`config.mk`:
```
export PLATFORM = sky130hd
export DESIGN_NAME = sb_entry_array
export DESIGN_NICKNAME = d
export VERILOG_FILES = /design/src/hw/sb_line_pkg.sv /design/src/hw/sb_entry_array.sv
export VERILOG_INCLUDE_DIRS = /design/src /design/src/hw
export SDC_FILE = /design/constraint.sdc
export NUM_CORES = 2
export LEC_CHECK = 0
export ABC_CLOCK_PERIOD_IN_PS = 10200
export BUFFER_PORTS_ARGS = -buffer_cell sky130_fd_sc_hd__buf_4
export CORE_UTILIZATION = 60
export CTS_CLUSTER_DIAMETER = 50
export CTS_CLUSTER_SIZE = 14
export DETAILED_ROUTE_END_ITERATION = 7
export PLACE_DENSITY = 0.8
export SYNTH_ARGS = -nofsm -noshare
export SYNTH_HDL_FRONTEND = slang
export SYNTH_SLANG_ARGS = --single-unit
```
`constraint.sdc`:
```
create_clock -name clock -period 10.2 [get_ports clock]
set_input_delay 1.53 -clock clock [delete_from_list [all_inputs] [get_ports clock]]
set_output_delay 1.53 -clock clock [all_outputs]
set_load 0.01 [all_outputs]
```
`src/hw/sb_params.svh`:
```
`ifndef SB_PARAMS_SVH
`define SB_PARAMS_SVH

// ******************************
// Store buffer geometry
// ******************************

// Number of direct-mapped entries
`define SB_DEPTH 16

// Entry index width, taken from address bits 3 upward
`define SB_INDEX_W 4

`define SB_ADDR_W 32

// One doubleword per entry
`define SB_DATA_W 64

`define SB_STRB_W 8

`endif

```
`src/hw/sb_line_pkg.sv`:
```
`default_nettype none

`include "sb_params.svh"

package sb_line_pkg;

  // ******************************
  // One stored doubleword
  // ******************************

  // The merge works byte by byte, everything else moves the whole word
  typedef union packed {
    logic [`SB_DATA_W-1:0]      dword;
    logic [`SB_STRB_W-1:0][7:0] bytes;
  } line_data_u;

  // ******************************
  // One buffer entry
  // ******************************

  typedef struct packed {
    logic                  valid;
    logic                  dirty; // Differs from memory and needs a writeback
    logic [`SB_ADDR_W-1:0] tag;   // Doubleword-aligned address of the data
    line_data_u            data;
  } sb_entry_t;

endpackage

`default_nettype wire

```
`src/hw/sb_entry_array.sv`:
```
`timescale 1ns/100ps
`default_nettype none

`include "sb_params.svh"

module sb_entry_array (
  input  logic                   clock,
  input  logic                   reset,
  input  logic [`SB_INDEX_W-1:0] raddr0,
  input  logic [`SB_INDEX_W-1:0] raddr1,
  output sb_line_pkg::sb_entry_t rentry0,
  output sb_line_pkg::sb_entry_t rentry1,
  input  logic                   wen0,
  input  logic                   wen1,
  input  logic [`SB_INDEX_W-1:0] waddr0,
  input  logic [`SB_INDEX_W-1:0] waddr1,
  input  sb_line_pkg::sb_entry_t wentry0,
  input  sb_line_pkg::sb_entry_t wentry1
);

  sb_line_pkg::sb_entry_t entries [`SB_DEPTH];
  logic [`SB_DEPTH-1:0]   valid_bits; // Authoritative valid flags
  sb_line_pkg::sb_entry_t stored0;
  sb_line_pkg::sb_entry_t stored1;

  always_ff @(posedge clock) begin
    if (!reset) begin
      valid_bits <= '0;
    end else begin
      if (wen0) valid_bits[waddr0] <= wentry0.valid;
      if (wen1) valid_bits[waddr1] <= wentry1.valid;
    end
  end

  always_ff @(posedge clock) begin
    if (wen0) entries[waddr0] <= wentry0;
    if (wen1) entries[waddr1] <= wentry1;
  end

  // Pending writes are seen by a read in the same cycle, port 0 first
  always_comb begin
    stored0 = entries[raddr0];
    stored0.valid = valid_bits[raddr0];
    stored1 = entries[raddr1];
    stored1.valid = valid_bits[raddr1];
    if (wen0 && (waddr0 == raddr0)) rentry0 = wentry0;
    else if (wen1 && (waddr1 == raddr0)) rentry0 = wentry1;
    else rentry0 = stored0;
    if (wen0 && (waddr0 == raddr1)) rentry1 = wentry0;
    else if (wen1 && (waddr1 == raddr1)) rentry1 = wentry1;
    else rentry1 = stored1;
  end

endmodule

`default_nettype wire

```
==> flow_summary.json <==
{
  "status": "finished, final reports clean",
  "fin_skew_ns": 0,
  "switching_share_pct": 26.2,
  "worst-r2r-setup-slack_ns": 9.27,
  "final_max_slew_viol_count": 0,
  "die_y_microns": 401,
  "numPortBuffers": 411,
  "cts_num_sinks": 1568,
  "combPwrFrac_pct": 16.0,
  "grt_pass1_vias": 67600,
  "routabilityCongestion": 0.825,
  "max_stage_delay_ns": 0.89,
  "intPower_mw": 11.9,
  "syn_nets": 6930,
  "drtIter0Drc": 11700,
  "peakVddDrop_mv": 0.199,
  "final_common_cell": "mux2_2",
  "worst-path-max-fanout": 60,
  "synth_top_cell_area_share_pct": 48.8,
  "layout_common_cells": "1,559 x mux2_2, 1,552 x edfxtp_1, 800 x nand2_1, 588 x mux4_2, 513 x buf_4",
  "htreeDepth": 4,
  "path_clk_slew_ns": 0.07,
  "seq_power_share_pct": 46.5,
  "path_common_cell": "buf_4",
  "design_power_total_mw": 16.1,
  "num_rows": 146,
  "synth_ff_type": "edfxtp_1",
  "min_period_over_period_pct": 72.1,
  "antenna_found_initial": 18,
  "grt_pass1_wl_microns": 463000,
  "postSynthCellCount": 6714,
  "avgRoutedWirePerCell_microns": 37.3,
  "avgSynthCellArea_sq_um": 14.2,
  "area_growth_pct": 8.79,
  "fmax_ghz": 0.136,
  "final_util_pct": 65.7,
  "ant_nets": 0,
  "cts_max_path_buffers": 3,
  "die-area_sq_mm": 0.161,
  "max_cap_violations": 0,
  "period_minus_slack_ns": 7.35,
  "synth_seq_cells": 1568,
  "fin_tns_setup_ns": 0,
  "synth_cell_types": 37,
  "gr-total-overflow": 0,
  "grt_util_all_layers_pct": 39.6,
  "cts-root-buf": "clkbuf_16",
  "vias_per_cell": 7.78,
  "ys_warn_count": 0,
  "synth_area_leaders": "edfxtp_1 49%, mux2_2 18%, mux4_2 14%, mux2i_1 4.1%, nand2_1 3.2%",
  "worstSetupEndpointType": "output pin",
  "via_count": 67900,
  "ctsHoldBuffers": 0,
  "cp.arrival_ns": 5.82,
  "grt_start_max_net_pins": 129,
  "ios": 412,
  "setup_viol": 0,
  "async_reset_ff_share_pct": 0,
  "fin_nets": 6742,
  "synth_area_sq_mm": 0.0956,
  "leakage_nw": 36.1,
  "placedCellCount": 8434,
  "max_slew_margin_pct": 7.33,
  "hold_violations": 0,
  "dr.pass1.iters": 6,
  "clk_latency_ns": 0.81,
  "cts_resized": 0,
  "p_per_area_mw_per_mm2": 155,
  "cts_setup_buffers": 0,
  "crit_chain": "buf_8 > buf_4 > and2_4 > buf_4 > a221oi_1 > o21ai_0 > nand4_1 > o221a_2 > buf_4",
  "cp-start-kind": "input pin",
  "crit_type": "in2out",
  "drive_gt1_share_pct": 47.7,
  "nFillCells": 10900,
  "hp-class": "reg2reg",
  "wl_microns": 326000,
  "cts_tree": "built",
  "tightest_slew_ns": 1.39,
  "die_x_microns": 401,
  "p_clk_share_pct": 37.5,
  "yosysTopAreaCell": "edfxtp_1",
  "synth_enable_flop_cells": 1552,
  "cts_buffers": 161,
  "crit_required_ns": 8.67,
  "worst_path_max_delay_cell": "buf_4",
  "final_cell_count_no_fill": 8723,
  "power.switching_mw": 4.21,
  "rsz0062_at_grt": "no",
  "coreArea_sq_mm": 0.158,
  "yosysSeqAreaShare_pct": 49.1,
  "dp_hpwl_microns": 167000,
  "start_util_pct": 60.4,
  "drc": 0
}
kinds of logic after synthesis:
logic type | count (synthesis) | synth area share (%)
multiplexers | 2543 | 36.4
XOR/XNOR | 16 | 0.147
flip-flops | 1568 | 49.1
AND/OR/NAND/NOR | 1089 | 4.91
buffers and inverters | 886 | 4.18
AO/OA/AOI/OAI | 612 | 5.31
metal layers:
| metal | track usage (%) | up-vias | part of all wire [%] |
|---|---|---|---|
| met5 | 0 | - | 0.031 |
| li1 | - | 26400 | - |
| met2 | 58.8 | 6379 | 44 |
| met3 | 12.4 | 1302 | 17 |
| met4 | 19.2 | 16 | 5.6 |
| met1 | 53.1 | 33800 | 34 |
registers in the layout, summed over array words and instances, names as in the netlist:
name and count:
valid_bits 16, entries 1552
cell type report:
| type | instances | area [sq um] | share of cell area (%) |
|---|---|---|---|
| diodes | 9 | 22.5 | 0.0217 |
| repair buffers | 532 | 4180 | 4.02 |
| multi-input cells | 4260 | 45000 | 43.3 |
| flip-flops and latches | 1568 | 46900 | 45.1 |
| clock buffers | 179 | 4270 | 4.10 |
| well taps | 2072 | 2590 | 2.49 |
| inverters | 3 | 21.3 | 0.0205 |
| clock inverters | 100 | 961 | 0.924 |
synthesized netlist by cell type (2+ instances only):
| library cell | n |
|---|---|
| nand3_1 | 14 |
| buf_6 | 55 |
| or3_1 | 5 |
| nand2b_1 | 7 |
| buf_2 | 155 |
| xnor2_1 | 4 |
| nor2b_1 | 9 |
| nand4_1 | 196 |
| clkbuf_1 | 512 |
| o21ai_0 | 206 |
| mux2_2 | 1559 |
| nor3_1 | 4 |
| edfxtp_1 | 1552 |
| nor3b_1 | 2 |
| nor2_1 | 25 |
| inv_2 | 2 |
| mux2i_1 | 396 |
| buf_1 | 142 |
| o211a_1 | 3 |
| a211oi_1 | 2 |
| and2_1 | 2 |
| mux4_2 | 588 |
| o221a_2 | 196 |
| a311oi_1 | 9 |
| nor2_2 | 3 |
| a221oi_1 | 196 |
| nand2_1 | 817 |
| buf_4 | 17 |
| clkbuf_2 | 2 |
| dfxtp_1 | 16 |
| xor2_1 | 12 |
critical path, delay by kind of cell:
family / cells / cell delay, ns
AND/OR/NAND/NOR: 2 / 1.05
AO/OA/AOI/OAI: 3 / 0.70
buffers and inverters: 4 / 2.37
path summary, 6_finish.rpt:
| path | startpoint | endpoint | depth (start not counted) |
|---|---|---|---|
| max reg2reg | valid_bits[10] | valid_bits[10] | 2 |
| min reg2reg | valid_bits[1] | valid_bits[1] | 2 |
| max | raddr1[1] | rentry1[33] | 9 |
| min | valid_bits[1] | valid_bits[1] | 2 |
power by group through the flow:
stage | combinational, mW | sequential [mW] | clock [mW]
after floorplan | 1.66 | 7.60 | 0
after global placement | 2.44 | 7.59 | 0
after detailed placement | 2.49 | 7.62 | 0
after CTS | 2.51 | 7.48 | 6.02
after global routing | 2.66 | 7.50 | 6.25
final | 2.57 | 7.48 | 6.03
stage by stage:
| stage | area [sq um] | hold slack, ns | setup slack, ns |
|---|---|---|---|
| 6_report | 104000 | 0.505 | 2.85 |
| 5_1_grt | 104000 | 0.531 | 2.73 |
| 4_1_cts | 104000 | 0.503 | 3.00 |
| 3_5_place_dp | 98700 | 0.494 | 3.01 |
| 3_3_place_gp | 98700 | 0.474 | 3.03 |
| 2_1_floorplan | 95600 | 0.466 | 0.650 |
Note: power is estimated with default switching activity, not from simulation.
