### config.mk
export PLATFORM = sky130hd
export DESIGN_NAME = sb_miss_ctrl
export DESIGN_NICKNAME = d
export VERILOG_FILES = /design/src/hw/sb_line_pkg.sv /design/src/hw/sb_bus_pkg.sv /design/src/hw/sb_miss_ctrl.sv
export VERILOG_INCLUDE_DIRS = /design/src /design/src/hw
export SDC_FILE = /design/constraint.sdc
export NUM_CORES = 1
export LEC_CHECK = 0
export BUFFER_PORTS_ARGS = -buffer_cell sky130_fd_sc_hd__clkbuf_2
export CAP_MARGIN = 20
export CORE_AREA = 4 4 227 229
export CTS_BUF_LIST = sky130_fd_sc_hd__clkbuf_8
export CTS_CLUSTER_DIAMETER = 40
export CTS_CLUSTER_SIZE = 10
export DETAILED_ROUTE_END_ITERATION = 8
export DIE_AREA = 0 0 231 233
export PLACE_DENSITY = 0.41
export SETUP_SLACK_MARGIN = 0.3
export SKIP_CTS_REPAIR_TIMING = 1
export SLEW_MARGIN = 40
export SYNTH_ARGS = -nofsm -noshare
export SYNTH_HDL_FRONTEND = slang
export SYNTH_SLANG_ARGS = --single-unit
### constraint.sdc
create_clock -name clock -period 15.65 [get_ports clock]
set_input_delay 3.9125 -clock clock [delete_from_list [all_inputs] [get_ports clock]]
set_output_delay 3.9125 -clock clock [all_outputs]
set_load 0.005 [all_outputs]
### src/hw/sb_params.svh
`ifndef SB_PARAMS_SVH
`define SB_PARAMS_SVH

// ******************************
// Store buffer geometry
// ******************************

// Number of direct-mapped entries
`define SB_DEPTH 16

// Entry index width, taken from address bits 3 upward
`define SB_INDEX_W 4

`define SB_ADDR_W 32

// One doubleword per entry
`define SB_DATA_W 64

`define SB_STRB_W 8

`endif

### src/hw/sb_line_pkg.sv
`default_nettype none

`include "sb_params.svh"

package sb_line_pkg;

  // ******************************
  // One stored doubleword
  // ******************************

  // The merge works byte by byte, everything else moves the whole word
  typedef union packed {
    logic [`SB_DATA_W-1:0]      dword;
    logic [`SB_STRB_W-1:0][7:0] bytes;
  } line_data_u;

  // ******************************
  // One buffer entry
  // ******************************

  typedef struct packed {
    logic                  valid;
    logic                  dirty; // Differs from memory and needs a writeback
    logic [`SB_ADDR_W-1:0] tag;   // Doubleword-aligned address of the data
    line_data_u            data;
  } sb_entry_t;

endpackage

`default_nettype wire

### src/hw/sb_bus_pkg.sv
`default_nettype none

package sb_bus_pkg;

  // ******************************
  // Miss controller states
  // ******************************

  // A clean victim goes straight from idle to refill.
  // Writeback and refill both wait on mem_ready for as long as memory needs
  typedef enum logic [2:0] {
    miss_idle      = 3'd0,
    miss_writeback = 3'd1, // Dirty victim goes out to its own address
    miss_refill    = 3'd2, // Read of the requested doubleword
    miss_install   = 3'd3  // Fill entry handed to the owning port
  } miss_state_e;

endpackage

`default_nettype wire

### src/hw/sb_miss_ctrl.sv
`timescale 1ns/100ps
`default_nettype none

`include "sb_params.svh"

module sb_miss_ctrl (
  input  logic                   clock,
  input  logic                   reset,
  input  logic                   miss0,
  input  logic                   miss1,
  input  logic [`SB_ADDR_W-1:0]  miss_addr0,
  input  logic [`SB_ADDR_W-1:0]  miss_addr1,
  input  sb_line_pkg::sb_entry_t victim0,
  input  sb_line_pkg::sb_entry_t victim1,
  input  logic                   valid0,
  input  logic                   valid1,
  input  logic [`SB_ADDR_W-1:0]  addr0,
  input  logic [`SB_ADDR_W-1:0]  addr1,
  output logic                   hold0,
  output logic                   hold1,
  output logic                   fill_valid0,
  output logic                   fill_valid1,
  output sb_line_pkg::sb_entry_t fill_entry,
  output logic                   mem_valid,
  output logic                   mem_store,
  output logic [`SB_ADDR_W-1:0]  mem_addr,
  output logic [`SB_DATA_W-1:0]  mem_wdata,
  input  logic                   mem_ready,
  input  logic [`SB_DATA_W-1:0]  mem_rdata
);

  sb_bus_pkg::miss_state_e  state;
  sb_bus_pkg::miss_state_e  state_next;
  logic                     owner;       // Port whose miss is being served
  logic [`SB_ADDR_W-1:0]    req_addr;
  sb_line_pkg::sb_entry_t   victim_q;
  sb_line_pkg::line_data_u  refill_data;
  logic                     yield_q;     // Port 0 gives way on the next index conflict
  logic                     busy;
  logic                     same_index;
  logic [`SB_INDEX_W-1:0]   pend_index;

  // ******************************
  // Miss sequencing
  // ******************************

  always_comb begin
    state_next = state;
    case (state)
      sb_bus_pkg::miss_idle: begin
        if (miss0) begin
          state_next = (victim0.valid && victim0.dirty) ? sb_bus_pkg::miss_writeback
                                                        : sb_bus_pkg::miss_refill;
        end else if (miss1) begin
          state_next = (victim1.valid && victim1.dirty) ? sb_bus_pkg::miss_writeback
                                                        : sb_bus_pkg::miss_refill;
        end
      end
      sb_bus_pkg::miss_writeback: begin
        if (mem_ready) state_next = sb_bus_pkg::miss_refill;
      end
      sb_bus_pkg::miss_refill: begin
        if (mem_ready) state_next = sb_bus_pkg::miss_install;
      end
      default: begin
        state_next = sb_bus_pkg::miss_idle;
      end
    endcase
  end

  always_ff @(posedge clock) begin
    if (!reset) begin
      state   <= sb_bus_pkg::miss_idle;
      owner   <= 1'b0;
      yield_q <= 1'b0;
    end else begin
      state <= state_next;
      if (busy == 1'b0 && (miss0 || miss1)) owner <= !miss0;
      // The port that just installed wins the first conflict after it
      if (state == sb_bus_pkg::miss_install) yield_q <= owner;
      else yield_q <= same_index && !yield_q;
    end
  end

  always_ff @(posedge clock) begin
    if (!busy && miss0) begin
      req_addr <= miss_addr0;
      victim_q <= victim0;
    end else if (!busy && miss1) begin
      req_addr <= miss_addr1;
      victim_q <= victim1;
    end
    if (state == sb_bus_pkg::miss_refill && mem_ready) refill_data.dword <= mem_rdata;
  end

  // ******************************
  // Holds, fill and memory port
  // ******************************

  assign busy       = (state != sb_bus_pkg::miss_idle);
  assign pend_index = req_addr[3 +: `SB_INDEX_W];
  assign same_index = valid0 && valid1 &&
                      (addr0[3 +: `SB_INDEX_W] == addr1[3 +: `SB_INDEX_W]);

  // Nothing touches the pending index until its fill is installed
  assign hold0 = (busy && (addr0[3 +: `SB_INDEX_W] == pend_index)) || (same_index && yield_q);
  assign hold1 = (busy && (addr1[3 +: `SB_INDEX_W] == pend_index)) || (same_index && !yield_q);

  assign fill_valid0 = (state == sb_bus_pkg::miss_install) && !owner;
  assign fill_valid1 = (state == sb_bus_pkg::miss_install) && owner;

  always_comb begin
    fill_entry.valid = 1'b1;
    fill_entry.dirty = 1'b0; // Installed clean
    fill_entry.tag   = req_addr;
    fill_entry.data  = refill_data;
  end

  assign mem_valid = (state == sb_bus_pkg::miss_writeback) || (state == sb_bus_pkg::miss_refill);
  assign mem_store = (state == sb_bus_pkg::miss_writeback);
  assign mem_addr  = (state == sb_bus_pkg::miss_writeback) ? victim_q.tag : req_addr;
  assign mem_wdata = victim_q.data.dword;

endmodule

`default_nettype wire

==> impl_metrics.xml <==
<?xml version="1.0" encoding="UTF-8"?>
<metrics>
  <group name="setup_path">
    <metric name="crit_path_cell_chain" unit="">clkbuf_2 -&gt; xor2_1 -&gt; nor3_1 -&gt; nand4_1 -&gt; o21ai_0 -&gt; clkbuf_2</metric>
    <metric name="worst-setup-path-type" unit="">primary input to primary output</metric>
    <metric name="crit_path_max_fanout" unit="">2</metric>
    <metric name="cp-start-kind" unit="">primary input</metric>
    <metric name="crit_path_end_kind" unit="">primary output</metric>
    <metric name="worst-endpoint-arrival" unit="ns">5.26</metric>
    <metric name="worstPathRequired" unit="ns">11.74</metric>
    <metric name="cp_common_cell" unit="">clkbuf_2</metric>
    <metric name="cp_slowest_cell" unit="">nor3_1</metric>
    <metric name="cp_slowest_stage_delay" unit="ns">0.47</metric>
  </group>
  <group name="clocking">
    <metric name="clockRootBuffer" unit="">clkbuf_8</metric>
    <metric name="ctsLongestPathBuffers" unit="">2</metric>
    <metric name="clock_tree_from_tritoncts" unit="">yes</metric>
    <metric name="clk_pin_slew" unit="ns">0.11</metric>
    <metric name="numCtsBuffers" unit="">17</metric>
    <metric name="clkSinkCount" unit="">196</metric>
    <metric name="ctsHtreeMaxLevel" unit="">4</metric>
    <metric name="clk_latency" unit="ns">0.55</metric>
  </group>
  <group name="yosys">
    <metric name="synth_area_per_cell" unit="sq um">18.4</metric>
    <metric name="syn-cell-area" unit="sq um">9100</metric>
    <metric name="postSynthRegisterBits" unit="">196</metric>
    <metric name="ys_types" unit="">30</metric>
    <metric name="netlist_instances" unit="">495</metric>
    <metric name="ys_seq_area_frac" unit="">0.642</metric>
    <metric name="ys.warnings.count" unit="">0</metric>
    <metric name="number_of_nets_in_the_synthesized_netlist" unit="">894</metric>
  </group>
  <group name="detailed_routing">
    <metric name="route.final.wire_length" unit="um">28300</metric>
    <metric name="wl_per_cell" unit="um">17.1</metric>
    <metric name="final_antenna_net_count" unit="">0</metric>
    <metric name="via_count" unit="">5854</metric>
    <metric name="vias_per_cell" unit="">3.53</metric>
    <metric name="detailedRoute.firstIterationViolations" unit="">185</metric>
    <metric name="drc_errors" unit="">0</metric>
    <metric name="drt_pre_antenna_iters" unit="">4</metric>
  </group>
  <group name="floorplanning">
    <metric name="placeableCoreArea" unit="sq um">49700</metric>
    <metric name="boundaryPins" unit="">595</metric>
    <metric name="start_util" unit="">0.183</metric>
    <metric name="die-area" unit="sq um">53800</metric>
    <metric name="chipHeight" unit="um">233</metric>
    <metric name="floorplan.die.width" unit="um">231</metric>
    <metric name="rows" unit="">82</metric>
  </group>
  <group name="sta">
    <metric name="period_needed" unit="ns">9.18</metric>
    <metric name="timing_hold_violations_final" unit="">0</metric>
    <metric name="finClkSkew" unit="ns">0.0104</metric>
    <metric name="slew_viol_final" unit="">0</metric>
    <metric name="final.hold.worst_slack" unit="ns">0.523</metric>
    <metric name="grt_setup_unrepaired" unit="">false</metric>
    <metric name="fmax" unit="MHz">109</metric>
    <metric name="final_worst_path_period_share" unit="">0.586</metric>
    <metric name="setup_viol_count_final" unit="">0</metric>
    <metric name="relative_slew_slack" unit="">0.544</metric>
    <metric name="setup_total_negative_slack" unit="ns">0</metric>
    <metric name="worst_slew_pin_slew" unit="ns">0.684</metric>
  </group>
  <group name="place">
    <metric name="detailed_place.area" unit="sq um">12000</metric>
    <metric name="placement.io_buffers" unit="">536</metric>
    <metric name="dp.final_hpwl" unit="um">22600</metric>
    <metric name="finalWeightedCongestion" unit="">0.743</metric>
  </group>
  <group name="grt">
    <metric name="global_route_wire_length_before_repair" unit="um">38700</metric>
    <metric name="grt_antenna_before_repair" unit="">1</metric>
    <metric name="first_global_vias" unit="">6080</metric>
    <metric name="largest_net_degree_at_the_start_of_global_routing" unit="">79</metric>
    <metric name="overflow" unit="">0</metric>
    <metric name="global_route.usage.total" unit="">0.100</metric>
  </group>
  <group name="power_and_ir_drop">
    <metric name="sequentialPowerShare" unit="">0.450</metric>
    <metric name="switching_share" unit="">0.331</metric>
    <metric name="internal_power" unit="mW">1.28</metric>
    <metric name="power_frac_comb" unit="">0.367</metric>
    <metric name="leakagePower" unit="nW">5.63</metric>
    <metric name="pwr-share-clk" unit="">0.183</metric>
    <metric name="p_per_area" unit="nW/um^2">153</metric>
    <metric name="net-switching-power" unit="mW">0.632</metric>
    <metric name="irDropWorstVdd" unit="mV">0.0615</metric>
  </group>
  <group name="finish">
    <metric name="layout.nets" unit="">1370</metric>
    <metric name="syn2layout_area_growth" unit="%">36.9</metric>
    <metric name="finalInstanceArea" unit="sq um">12500</metric>
    <metric name="multi_input_comb_area" unit="sq um">2590</metric>
    <metric name="final_layout_size_suffix_gt1_frac" unit="">0.751</metric>
    <metric name="sequential_cell_area" unit="sq um">5850</metric>
    <metric name="final.fill_count" unit="">5325</metric>
  </group>
  <group name="run_status">
    <metric name="status" unit="">finished clean</metric>
  </group>
  <group name="hold_path">
    <metric name="min-delay-path-class" unit="">register to register</metric>
  </group>
  <group name="run">
    <metric name="maxCapViolCount" unit="">0</metric>
  </group>
</metrics>
-- cell usage in the layout, fill, tap and decap left out, types with 3 or more instances in the layout --
| cell | n |
|---|---|
| dfxtp_1 | 4 |
| clkinv_8 | 3 |
| clkbuf_2 | 536 |
| o21ai_0 | 3 |
| ha_1 | 3 |
| nand3_1 | 4 |
| edfxtp_1 | 192 |
| nor2_1 | 4 |
| clkbuf_8 | 17 |
| mux2_4 | 109 |
| xnor2_1 | 7 |
| mux2_2 | 51 |
| buf_6 | 4 |
| inv_1 | 3 |
| nand2_1 | 3 |
| xor2_1 | 5 |
| inv_6 | 8 |
-- registers in the layout (all words and copies together), names as in the netlist --
register and flops:
mem_wdata 64, owner 1, refill_data 64, req_addr 32, state 2, victim_q 32
yield_q 1
-- routing by layer --
metal | track usage | up-vias | wire length [um]
li1 | - | 2753 | -
met5 | 0 | - | 0
met4 | 0.0393 | 0 | 513
met1 | 0.104 | 2757 | 10200
met3 | 0.0431 | 23 | 2860
met2 | 0.180 | 321 | 14700
-- layout make-up --
type	instances	share of cell area
antenna	1	0.000201
clock buffer	17	0.0188
sequential	196	0.469
clock inverter	15	0.0136
tap	672	0.0675
timing repair buffer	542	0.222
multi-input combinational	211	0.208
inverter	3	0.000904
-- worst max-delay path, delay by kind of cell --
kind / cells / cell delay, ns
AND/OR/NAND/NOR: 2 / 0.70
buffers and inverters: 2 / 0.28
AO/OA/AOI/OAI: 1 / 0.20
XOR/XNOR: 1 / 0.17
-- power by group through the flow --
stage / sequential [mW] / combinational (mW) / clock, mW
6_report: 0.860 / 0.700 / 0.350
5_1_grt: 0.877 / 0.764 / 0.391
4_1_cts: 0.865 / 0.727 / 0.374
3_5_place_dp: 0.877 / 0.725 / 0
3_3_place_gp: 0.875 / 0.726 / 0
2_1_floorplan: 0.891 / 0.471 / 0
-- worst paths after layout --
path             from      endpoint  slack, ns  cells after the start
max          addr0[4]         hold1       6.47                      6
min reg2reg     owner         owner       0.52                      2
max reg2reg  state[1]  victim_q[95]      12.81                      5
min             owner         owner       0.52                      2
-- cell usage after synthesis --
cell | number | area (sq um)
nand4_1 | 2 | 12.5
a21oi_1 | 2 | 10.0
nor2b_1 | 3 | 18.8
o211ai_1 | 1 | 7.51
and2_1 | 2 | 12.5
dfxtp_1 | 4 | 80.1
a22o_1 | 1 | 8.76
a31oi_1 | 1 | 6.26
nand3_1 | 4 | 20.0
nor4b_1 | 1 | 8.76
ha_1 | 4 | 50.1
buf_4 | 67 | 503
a2bb2oi_2 | 1 | 15.0
nand2b_1 | 1 | 6.26
o32ai_1 | 1 | 8.76
mux2_2 | 51 | 574
nand2_2 | 1 | 6.26
o21ai_0 | 3 | 15.0
nor3_1 | 1 | 5.00
a221oi_1 | 1 | 8.76
xor2_1 | 5 | 43.8
conb_1 | 2 | 7.51
xnor2_1 | 7 | 61.3
buf_6 | 13 | 146
inv_1 | 3 | 11.3
nor2_1 | 4 | 15.0
buf_2 | 5 | 25.0
nand2_1 | 3 | 11.3
edfxtp_1 | 192 | 5770
mux2_4 | 109 | 1640
-- through the flow --
stage               cells  setup slack [ns]  utilization  total power [mW]
detailed placement   1623              6.47        0.242              1.60
finish               1657              6.47        0.251              1.91
global route         1657              6.42        0.251              2.03
floorplan             495              5.41            -              1.36
CTS                  1655              6.47        0.250              1.97
global placement     1623              6.46        0.242              1.60
-- cell families after synthesis --
kind of cell             Yosys count  synth area share
buffers and inverters             88            0.0753
AO/OA/AOI/OAI                     11           0.00880
multiplexers                     160             0.243
XOR/XNOR                          12            0.0115
adder cells (fa/ha/maj)            4           0.00550
AND/OR/NAND/NOR                   22            0.0128
flip-flops                       196             0.642
other                              2          0.000825
Note: power is estimated with default switching activity, not from simulation.
