## src/hw/sb_params.svh

```systemverilog
`ifndef SB_PARAMS_SVH
`define SB_PARAMS_SVH

// ******************************
// Store buffer geometry
// ******************************

// Number of direct-mapped entries
`define SB_DEPTH 16

// Entry index width, taken from address bits 3 upward
`define SB_INDEX_W 4

`define SB_ADDR_W 32

// One doubleword per entry
`define SB_DATA_W 64

`define SB_STRB_W 8

`endif

```

## src/hw/sb_line_pkg.sv

```systemverilog
`default_nettype none

`include "sb_params.svh"

package sb_line_pkg;

  // ******************************
  // One stored doubleword
  // ******************************

  // The merge works byte by byte, everything else moves the whole word
  typedef union packed {
    logic [`SB_DATA_W-1:0]      dword;
    logic [`SB_STRB_W-1:0][7:0] bytes;
  } line_data_u;

  // ******************************
  // One buffer entry
  // ******************************

  typedef struct packed {
    logic                  valid;
    logic                  dirty; // Differs from memory and needs a writeback
    logic [`SB_ADDR_W-1:0] tag;   // Doubleword-aligned address of the data
    line_data_u            data;
  } sb_entry_t;

endpackage

`default_nettype wire

```

## src/hw/sb_port_lookup.sv

```systemverilog
`timescale 1ns/100ps
`default_nettype none

`include "sb_params.svh"

module sb_port_lookup (
  input  logic                   clock,
  input  logic                   reset,
  input  logic                   valid,
  input  logic [`SB_ADDR_W-1:0]  addr,
  input  logic [`SB_DATA_W-1:0]  wdata,
  input  logic [`SB_STRB_W-1:0]  wstrb,
  output logic                   ready,
  output logic [`SB_DATA_W-1:0]  rdata,
  input  logic                   hold,
  output logic [`SB_INDEX_W-1:0] raddr,
  input  sb_line_pkg::sb_entry_t rentry,
  output logic                   wen,
  output logic [`SB_INDEX_W-1:0] waddr,
  output sb_line_pkg::sb_entry_t wentry,
  output logic                   miss,
  output logic [`SB_ADDR_W-1:0]  miss_addr,
  output sb_line_pkg::sb_entry_t victim,
  input  logic                   fill_valid,
  input  sb_line_pkg::sb_entry_t fill_entry
);

  logic [`SB_ADDR_W-1:0]  line_addr;
  logic                   accept;
  logic                   hit;
  logic                   is_store;
  sb_line_pkg::line_data_u store_word;
  sb_line_pkg::sb_entry_t merged;

  // ******************************
  // Lookup
  // ******************************

  assign line_addr = {addr[`SB_ADDR_W-1:3], 3'b000};
  assign raddr     = addr[3 +: `SB_INDEX_W];
  assign is_store  = |wstrb; // No strobes means a load
  assign accept    = valid && !hold;
  assign hit       = rentry.valid && (rentry.tag == line_addr);

  assign miss      = accept && !hit;
  assign miss_addr = line_addr;
  assign victim    = rentry;

  always_comb begin
    store_word.dword = wdata;
    merged = rentry;
    merged.dirty = 1'b1;
    for (int i = 0; i < `SB_STRB_W; i++) begin
      if (wstrb[i]) begin
        merged.data.bytes[i] = store_word.bytes[i];
      end
    end
  end

  // ******************************
  // Response and write stage
  // ******************************

  always_ff @(posedge clock) begin
    if (!reset) begin
      ready <= 1'b0;
      wen   <= 1'b0;
    end else begin
      ready <= accept && hit;
      wen   <= fill_valid || (accept && hit && is_store);
    end
  end

  always_ff @(posedge clock) begin
    if (accept && hit) begin
      rdata <= is_store ? '0 : rentry.data.dword;
    end
  end

  // The write lands one cycle after the lookup, the array bypass covers the gap
  always_ff @(posedge clock) begin
    if (fill_valid) begin
      waddr  <= fill_entry.tag[3 +: `SB_INDEX_W];
      wentry <= fill_entry;
    end else begin
      waddr  <= raddr;
      wentry <= merged;
    end
  end

endmodule

`default_nettype wire

```

## config.mk

```make
export PLATFORM = sky130hd
export DESIGN_NAME = sb_port_lookup
export DESIGN_NICKNAME = d
export VERILOG_FILES = /design/src/hw/sb_line_pkg.sv /design/src/hw/sb_port_lookup.sv
export VERILOG_INCLUDE_DIRS = /design/src /design/src/hw
export SDC_FILE = /design/constraint.sdc
export NUM_CORES = 1
export LEC_CHECK = 0
export BUFFER_PORTS_ARGS = -buffer_cell sky130_fd_sc_hd__buf_2
export CAP_MARGIN = 20
export CORE_AREA = 4 4 234 236
export CTS_BUF_LIST = sky130_fd_sc_hd__clkbuf_4
export DETAILED_ROUTE_END_ITERATION = 7
export DIE_AREA = 0 0 238 240
export PLACE_DENSITY = 0.36
export SYNTH_ARGS = -nofsm -noshare
export SYNTH_HDL_FRONTEND = slang
export SYNTH_SLANG_ARGS = --single-unit
```

## constraint.sdc

```tcl
create_clock -name clock -period 8.85 [get_ports clock]
set_input_delay 1.77 -clock clock [delete_from_list [all_inputs] [get_ports clock]]
set_output_delay 1.77 -clock clock [all_outputs]
set_load 0.03 [all_outputs]
```

==> results of run 1 <==
[critical path: stages]
cell and delay (ns):
buf_2 0.12, xor2_1 0.21, nor4_1 0.37, nand4_1 0.27
o21ba_2 0.28, buf_2 0.18
[cells by family (layout without fill, tap and decap cells)]
group / after synthesis / in the layout / synth area share (%)
buffers and inverters: 177 / 644 / 15.9
DFF: 168 / 168 / 51.8
and+or+nand+nor: 161 / 161 / 11.4
muxes: 93 / 93 / 12.5
AOI/OAI and AO/OA: 75 / 75 / 5.04
xor gates and xnor gates: 29 / 29 / 3.29
other: 1 / 8 / 0.0485
[stage by stage]
step | hold WS [ns] | instances
final | 1.26 | 1866
after global routing | 1.15 | 1865
after floorplan | 1.87 | 706
after global placement | 1.97 | 1829
after detailed placement | 1.97 | 1829
after CTS | 1.12 | 1861
[cell type report]
cell class | instances | area (sq um)
Antenna cell | 5 | 12.5
Clock buffer | 17 | 128
Clock inverter | 15 | 175
Fill cell | 5911 | 41700
Inverter | 9 | 33.8
Multi-Input combinational cell | 361 | 2510
Sequential cell | 168 | 4000
Tap cell | 688 | 861
Timing Repair Buffer | 603 | 3030
[routing by layer]
metal | part of all wire, % | track usage, % | vias to the layer above
li1 | - | - | 3163
met1 | 36 | 11.9 | 3075
met2 | 53 | 21.0 | 371
met3 | 7.9 | 3.65 | 33
met4 | 2.6 | 4.57 | 4
met5 | 0.062 | 0 | -
[sequential cells by signal, summed over array words and instances, names as in the netlist]
name,count
wentry,98
wen,1
rdata,64
ready,1
waddr,4
[cells in the mapped netlist (all sizes together)]
cell type,instances
a32o,1
and2,56
and4,2
buf,152
clkbuf,16
conb,1
dfxtp,104
edfxtp,64
inv,9
mux2,29
mux2i,64
nand2,69
nand2b,2
nand4,2
nor2,2
nor3,3
nor3b,8
nor4,16
o21a,1
o21ai,72
o21ba,1
or4b,1
xor2,29
[power by group]
group | leakage (nW) | total, W | internal, W | switching [W]
Sequential | 1.32 | 0.000846 | 0.000836 | 0.0000102
Combinational | 3.43 | 0.000418 | 0.000136 | 0.000282
Clock | 0.163 | 0.000513 | 0.000197 | 0.000316
[how the worst min path moves through the flow]
stage                 end            from  cells past startpoint  slack [ns]
6_report       wentry[34]  fill_entry[34]                      3        1.26
3_3_place_gp   wentry[38]  fill_entry[38]                      3        1.97
5_1_grt        wentry[34]  fill_entry[34]                      3        1.15
3_5_place_dp   wentry[19]  fill_entry[19]                      3        1.97
4_1_cts        wentry[15]  fill_entry[15]                      3        1.12
2_1_floorplan  wentry[96]  fill_entry[96]                      1        1.87
==> results.toml, run 1 <==
[route]
routedWlPerCell_um = 18.3
via_count = 6646
drt_iter0_markers = 188
drc_errors = 0
ant_nets = 0
first_pass_iters = 4
vias_per_cell = 3.56
wl_um = 34100

[layout]
layout_common_cells = "buf_2, dfxtp_1, o21ai_0"
final_common_cell = "buf_2"
fin_nets = 1465
area_growth_pct = 39.2
utilization_pct = 20.5
final_area_sq_mm = 0.0108
drive_above_1_share_pct = 57.1

[clocking]
cts_buffers = 17
postCtsResizedCells = 0
clk_pin_slew_ns = 0.16
clockBufferDepth = 2
root_buffer = "clkbuf_4"
cts_max_level = 4
clkSinkCount = 168
post_cts_buffers = 0
cts_tree = "built"
cts_hold_buf = 0

[worst_setup_path]
endpoint_kind = "output pin"
cp-startpoint = "rentry[68]"
path_max_fanout = 3
crit_path_end = "miss"
cp-start-kind = "primary input"
arrival_ns = 3.20
crit_required_ns = 7.08
path_class = "primary input to output pin"

[timing]
fin_crit_sh_pct = 56.2
rsz0062_at_grt = "false"
drv_slew = 0
maxSlewHeadroom_pct = 41.2
tightestPinTransition_ns = 0.882
setup-violations-final = 0
fin_crit_ns = 4.97
max_freq_mhz = 201
setup-tns-final_ns = 0
setup_ws_ns = 3.88
hold_viol = 0

[yosys]
yosysTopAreaCell = "dfxtp_1"
synth_area_leaders = "dfxtp_1, edfxtp_1, buf_4"
yosys.area.top_type_share_pct = 26.9
yosysWarnings = 0
synth-seq-area-share_pct = 51.8
synthDistinctLibCells = 31
synth-seq-cells = 168
synthCells = 704
netlist_area_sq_mm = 0.00773
avgSynthCellArea_sq_um = 11.0

[power]
power_density_mw_per_mm2 = 165
ir_drop_mv = 0.0596
total_power_w = 0.00178
leakagePower_nw = 4.91

[floorplanning]
pin_count = 608
fp.dieH_um = 240
coreArea_sq_mm = 0.0524
row_count = 84
die_w_um = 238
start_util_pct = 14.7
fp.dieArea_sq_mm = 0.0571

[placement]
place_area_sq_mm = 0.0104
dp_hpwl_um = 27600
dp_slack_ns = 3.84
port_buffers = 599
gp_congestion = 0.825

[global_route]
grt_max_degree = 96
grt_usage_pct = 11.3
grt_pass1_wl_um = 46100
antenna_found_initial = 6
grt_pass1_vias = 6801
grt.overflow.total = 0

[hold_path]
holdCritPathClass = "primary input to register"

[run_status]
status = "complete, no violations"

[job]
maxCapViolCount = 0
Power figures use the tool's default switching activity.
==> inputs of run 2 (changes only) <==
- clock period: 8.85 -> 4.6 ns (I/O delays scaled with it)
==> results.toml, run 2 (synthesis results as in run 1) <==
[worst_setup_path]
path_class = "primary input to output pin"
path_max_fanout = 3
cp_cell_sequence = "buf_2, or4b_4, nor2_1, nand4_1, o21ba_2, buf_2"
crit_required_ns = 3.68
crit_path_max_incr_delay_ns = 0.58
arrival_ns = 2.42
cp-startpoint = "rentry[66]"
endpoint_kind = "output pin"
cp_common_cell = "buf_2"
path_buf_inv = 2
cp-start-kind = "primary input"
crit_family = "simple AND/OR/NAND/NOR gates"
crit_slowest_cell = "or4b_4"

[floorplanning]
coreArea_sq_mm = 0.0524
row_count = 84
pin_count = 608
die_w_um = 238
fp.dieArea_sq_mm = 0.0571
fp.dieH_um = 240
start_util_pct = 14.7

[clocking]
clk_pin_slew_ns = 0.17
cts_buffers = 17
post_cts_buffers = 0
root_buffer = "clkbuf_4"
cts_hold_buf = 0
clkSinkCount = 168
cts_max_level = 4
postCtsResizedCells = 0
cts_tree = "built"
clockBufferDepth = 2

[layout]
final_common_cell = "buf_2"
utilization_pct = 20.7
layout_common_cells = "buf_2, dfxtp_1, o21ai_0"
largest_register_ff_count = 98
drive_above_1_share_pct = 57.4
fin_nets = 1467
fill_cells = 5900
regMostFlops = "wentry"
area_growth_pct = 40.3
top_regs = "wentry (98), rdata (64), waddr (4)"

[job]
maxCapViolCount = 0

[run_status]
status = "complete, no violations"

[placement]
dp_hpwl_um = 27900
port_buffers = 599
gp_congestion = 0.891

[hold_path]
holdCritPathClass = "primary input to register"
min_from = "fill_entry[14]"

[route]
via_count = 6691
vias_per_cell = 3.59
routedWlPerCell_um = 18.4
ant_nets = 0
drt_iter0_markers = 185
first_pass_iters = 4
wl_um = 34300
drc_errors = 0

[timing]
maxSlewHeadroom_pct = 64.0
setup-tns-final_ns = 0
hold_viol = 0
fin_crit_ns = 3.34
setup-violations-final = 0
fin_crit_sh_pct = 72.7
rsz0062_at_grt = "false"
tightestPinTransition_ns = 0.541
max_freq_mhz = 299
drv_slew = 0

[power]
power_density_mw_per_mm2 = 325
leakagePower_nw = 4.96
ir_drop_mv = 0.128

[global_route]
grt_pass1_vias = 6829
grt_max_degree = 76
grt_pass1_wl_um = 46700
grt.overflow.total = 0
antenna_found_initial = 7
grt_usage_pct = 11.4
[run 2: stage by stage]
step	instances	power, W	area [sq um]	hold WS (ns)	setup WS [ns]
2_1_floorplan	706	0.00219	7740	1.02	0.838
3_3_place_gp	1831	0.00248	10500	1.11	1.25
3_5_place_dp	1831	0.00248	10500	1.12	1.24
4_1_cts	1863	0.00363	10800	0.215	1.23
5_1_grt	1866	0.00372	10800	0.271	1.17
6_report	1866	0.00352	10800	0.388	1.26
[run 2: layout make-up]
type	count	area [sq um]	area share [%]
well taps	688	861	7.94
repair buffers	605	3080	28.4
flip-flops and latches	168	4000	36.9
clock inverters	15	213	1.96
clock buffers	17	128	1.18
diodes	3	7.51	0.0692
inverters	9	33.8	0.312
multi-input cells	361	2510	23.2
[run 2: worst paths after layout]
path,endpoint,slack [ns],depth (start not counted)
max,miss,1.26,6
min,wentry[14],0.39,3
[run 2: power breakdown]
part / total [W] / leakage, nW / internal [W] / switching [W]
sequential: 0.00163 / 1.32 / 0.00161 / 0.0000188
combinational: 0.000809 / 3.46 / 0.000263 / 0.000546
clock: 0.00109 / 0.181 / 0.000445 / 0.000642
total: 0.00352 / 4.96 / 0.00232 / 0.00121
[run 2: metal layers]
metal	up-vias	track usage, %	part of all wire, %
met4	4	3.83	1.9
met1	3092	11.4	35
li1	3180	-	-
met5	-	0	0.096
met3	38	4.05	8.5
met2	377	22.0	54
[run 2: tightest hold or removal path, delay by kind of cell]
kind	cells	cell delay, ns
and+or+nand+nor	1	0.04
buffers and inverters	1	0.07
AOI/OAI and AO/OA	1	0.05
==> inputs of run 3 (changes only) <==
- ABC_AREA: unset -> 1
- CORE_AREA: 4 4 234 236 -> 4 4 235 237
- DIE_AREA: 0 0 238 240 -> 0 0 239 241
- PLACE_DENSITY: 0.36 -> 0.38
- clock period: 4.6 -> 3.05 ns (I/O delays scaled with it)
==> results.toml, run 3 <==
[layout]
final_area_sq_mm = 0.0126
layout_common_cells = "buf_2, nand2_1, nor2_1"
largest_register_ff_count = 98
utilization_pct = 23.7
fin_nets = 1902
top_regs = "wentry (98), rdata (64), waddr (4)"
final_common_cell = "buf_2"
area_growth_pct = 52.6
regMostFlops = "wentry"
drive_above_1_share_pct = 43.2

[placement]
port_buffers = 599
place_area_sq_mm = 0.0111
dp_hpwl_um = 29900
gp_congestion = 0.902

[floorplanning]
start_util_pct = 15.5
fp.dieH_um = 241
row_count = 85
coreArea_sq_mm = 0.0533
die_w_um = 239
fp.dieArea_sq_mm = 0.0576
pin_count = 608

[yosys]
async_flop_share_pct = 0
synth-edff-count = 64
ys.flop_type = "dfxtp_1"
synthDistinctLibCells = 29
synth_commonest_cells = "nand2_1, buf_4, nor2_1, a21oi_1, inv_1"
avgSynthCellArea_sq_um = 8.23
yosysWarnings = 0
netlist_area_sq_mm = 0.00827
synth.most_common_cell = "nand2_1"
yosys.area.top_type_share_pct = 25.2
synthCells = 1005
synth-seq-area-share_pct = 48.4
yosysTopAreaCell = "dfxtp_1"
synth_area_leaders = "dfxtp_1, edfxtp_1, buf_4"
synth-seq-cells = 168

[worst_setup_path]
crit_slowest_cell = "dlygate4sd3_1"
path_class = "primary input to output pin"
endpoint_kind = "output pin"
crit_required_ns = 2.44
cp_cell_sequence = "dlygate4sd3_1, buf_2, xnor2_1, buf_4, nand2_1, nor2_1, nand2_1, nor2_1, nor3_1, buf_2"
cp-start-kind = "primary input"
path_buf_inv = 4
crit_path_max_incr_delay_ns = 0.54
crit_family = "buffers and inverters"
path_max_fanout = 3
arrival_ns = 2.29

[route]
wl_um = 37500
vias_per_cell = 3.69
drt_iter0_markers = 308
first_pass_iters = 5
via_count = 8518
drc_errors = 0
routedWlPerCell_um = 16.2
ant_nets = 0

[timing]
fin_crit_sh_pct = 95.0
maxSlewHeadroom_pct = 48.6
tightestPinTransition_ns = 0.771
max_freq_mhz = 345
setup-violations-final = 0
drv_slew = 0
fin_crit_ns = 2.90
rsz0062_at_grt = "false"
hold_viol = 0
setup-tns-final_ns = 0

[clocking]
clockBufferDepth = 2
postCtsResizedCells = 0
clkSinkCount = 168
cts_tree = "built"
clk_pin_slew_ns = 0.15
cts_max_level = 4
root_buffer = "clkbuf_4"
cts_buffers = 17

[power]
seq_power_share_pct = 45.3
power_density_mw_per_mm2 = 429
leakagePower_nw = 6.11
total_power_w = 0.00542
pwr-share-comb_pct = 26.9
clockPowerShare_pct = 27.8
ir_drop_mv = 0.171
switching_share_pct = 35.8
p_switching_w = 0.00194
p_int_w = 0.00348

[hold_path]
holdPathEnd = "ready"
min_from = "reset"
min_path_cells = 3
holdCritPathClass = "primary input to register"

[run_status]
status = "complete, no violations"

[global_route]
grt_max_degree = 69
grt.overflow.total = 0
grt_pass1_wl_um = 52200
grt_pass1_vias = 8562
grt_usage_pct = 12.3
antenna_found_initial = 4

[job]
maxCapViolCount = 0
run 3: cells by family after synthesis:
| logic type | Yosys count | synth area share (%) |
|---|---|---|
| flip-flops | 168 | 48.4 |
| XOR/XNOR | 3 | 0.318 |
| other | 1 | 0.0454 |
| AND/OR/NAND/NOR | 385 | 20.7 |
| AO/OA/AOI/OAI | 157 | 9.50 |
| buffers and inverters | 291 | 21.0 |
run 3: area by class of cell:
class	instances	area (sq um)
fill	6024	40700
timing repair buffer	740	4410
sequential	168	4000
multi-input combinational	548	2540
tap	696	871
inverter	122	480
clock inverter	13	161
clock buffer	19	143
antenna	1	2.50
run 3: worst max-delay path by stage:
stage          cells past startpoint       start  endpoint  slack [ns]
3_5_place_dp                      10  rentry[65]      miss        0.61
5_1_grt                           10  rentry[69]      miss        0.03
6_report                          10  rentry[69]      miss        0.15
3_3_place_gp                      10  rentry[65]      miss        0.56
4_1_cts                           10  rentry[69]      miss        0.10
2_1_floorplan                      7  rentry[70]  rdata[0]        0.20
run 3: repair_timing:
action,4_1_cts,5_1_grt
buffers inserted,0,0
endpoints found under the hold margin,80,0
setup endpoints to repair,0,0
hold buffers,121,0
run 3: per-stage QoR:
| stage | hold WS, ns | std cells | setup slack [ns] |
|---|---|---|---|
| after floorplan | 0.713 | 1007 | 0.198 |
| after global placement | 0.797 | 2153 | 0.557 |
| after detailed placement | 0.802 | 2153 | 0.610 |
| after CTS | 0.000868 | 2306 | 0.101 |
| after global routing | 0.0574 | 2307 | 0.0273 |
| final | 0.177 | 2307 | 0.152 |
run 3: tightest hold or removal path, delay by kind of cell:
family,cells,cell delay [ns]
buffers and inverters,2,0.19
AND/OR/NAND/NOR,1,0.04
run 3: power groups by stage:
stage / clock, W / sequential (W) / combinational [W]
global placement: 0 / 0.00250 / 0.00133
detailed placement: 0 / 0.00251 / 0.00133
floorplan: 0 / 0.00275 / 0.000613
CTS: 0.00164 / 0.00246 / 0.00147
finish: 0.00151 / 0.00246 / 0.00146
global route: 0.00169 / 0.00247 / 0.00157
run 3: per-layer routing:
metal / part of all wire, % / track usage (%) / vias to the layer above
met2: 50 / 22.1 / 432
met1: 38 / 13.3 / 3849
met5: 0.035 / 0 / -
met4: 2.7 / 4.48 / 2
met3: 9.1 / 4.43 / 47
li1: - / - / 4188
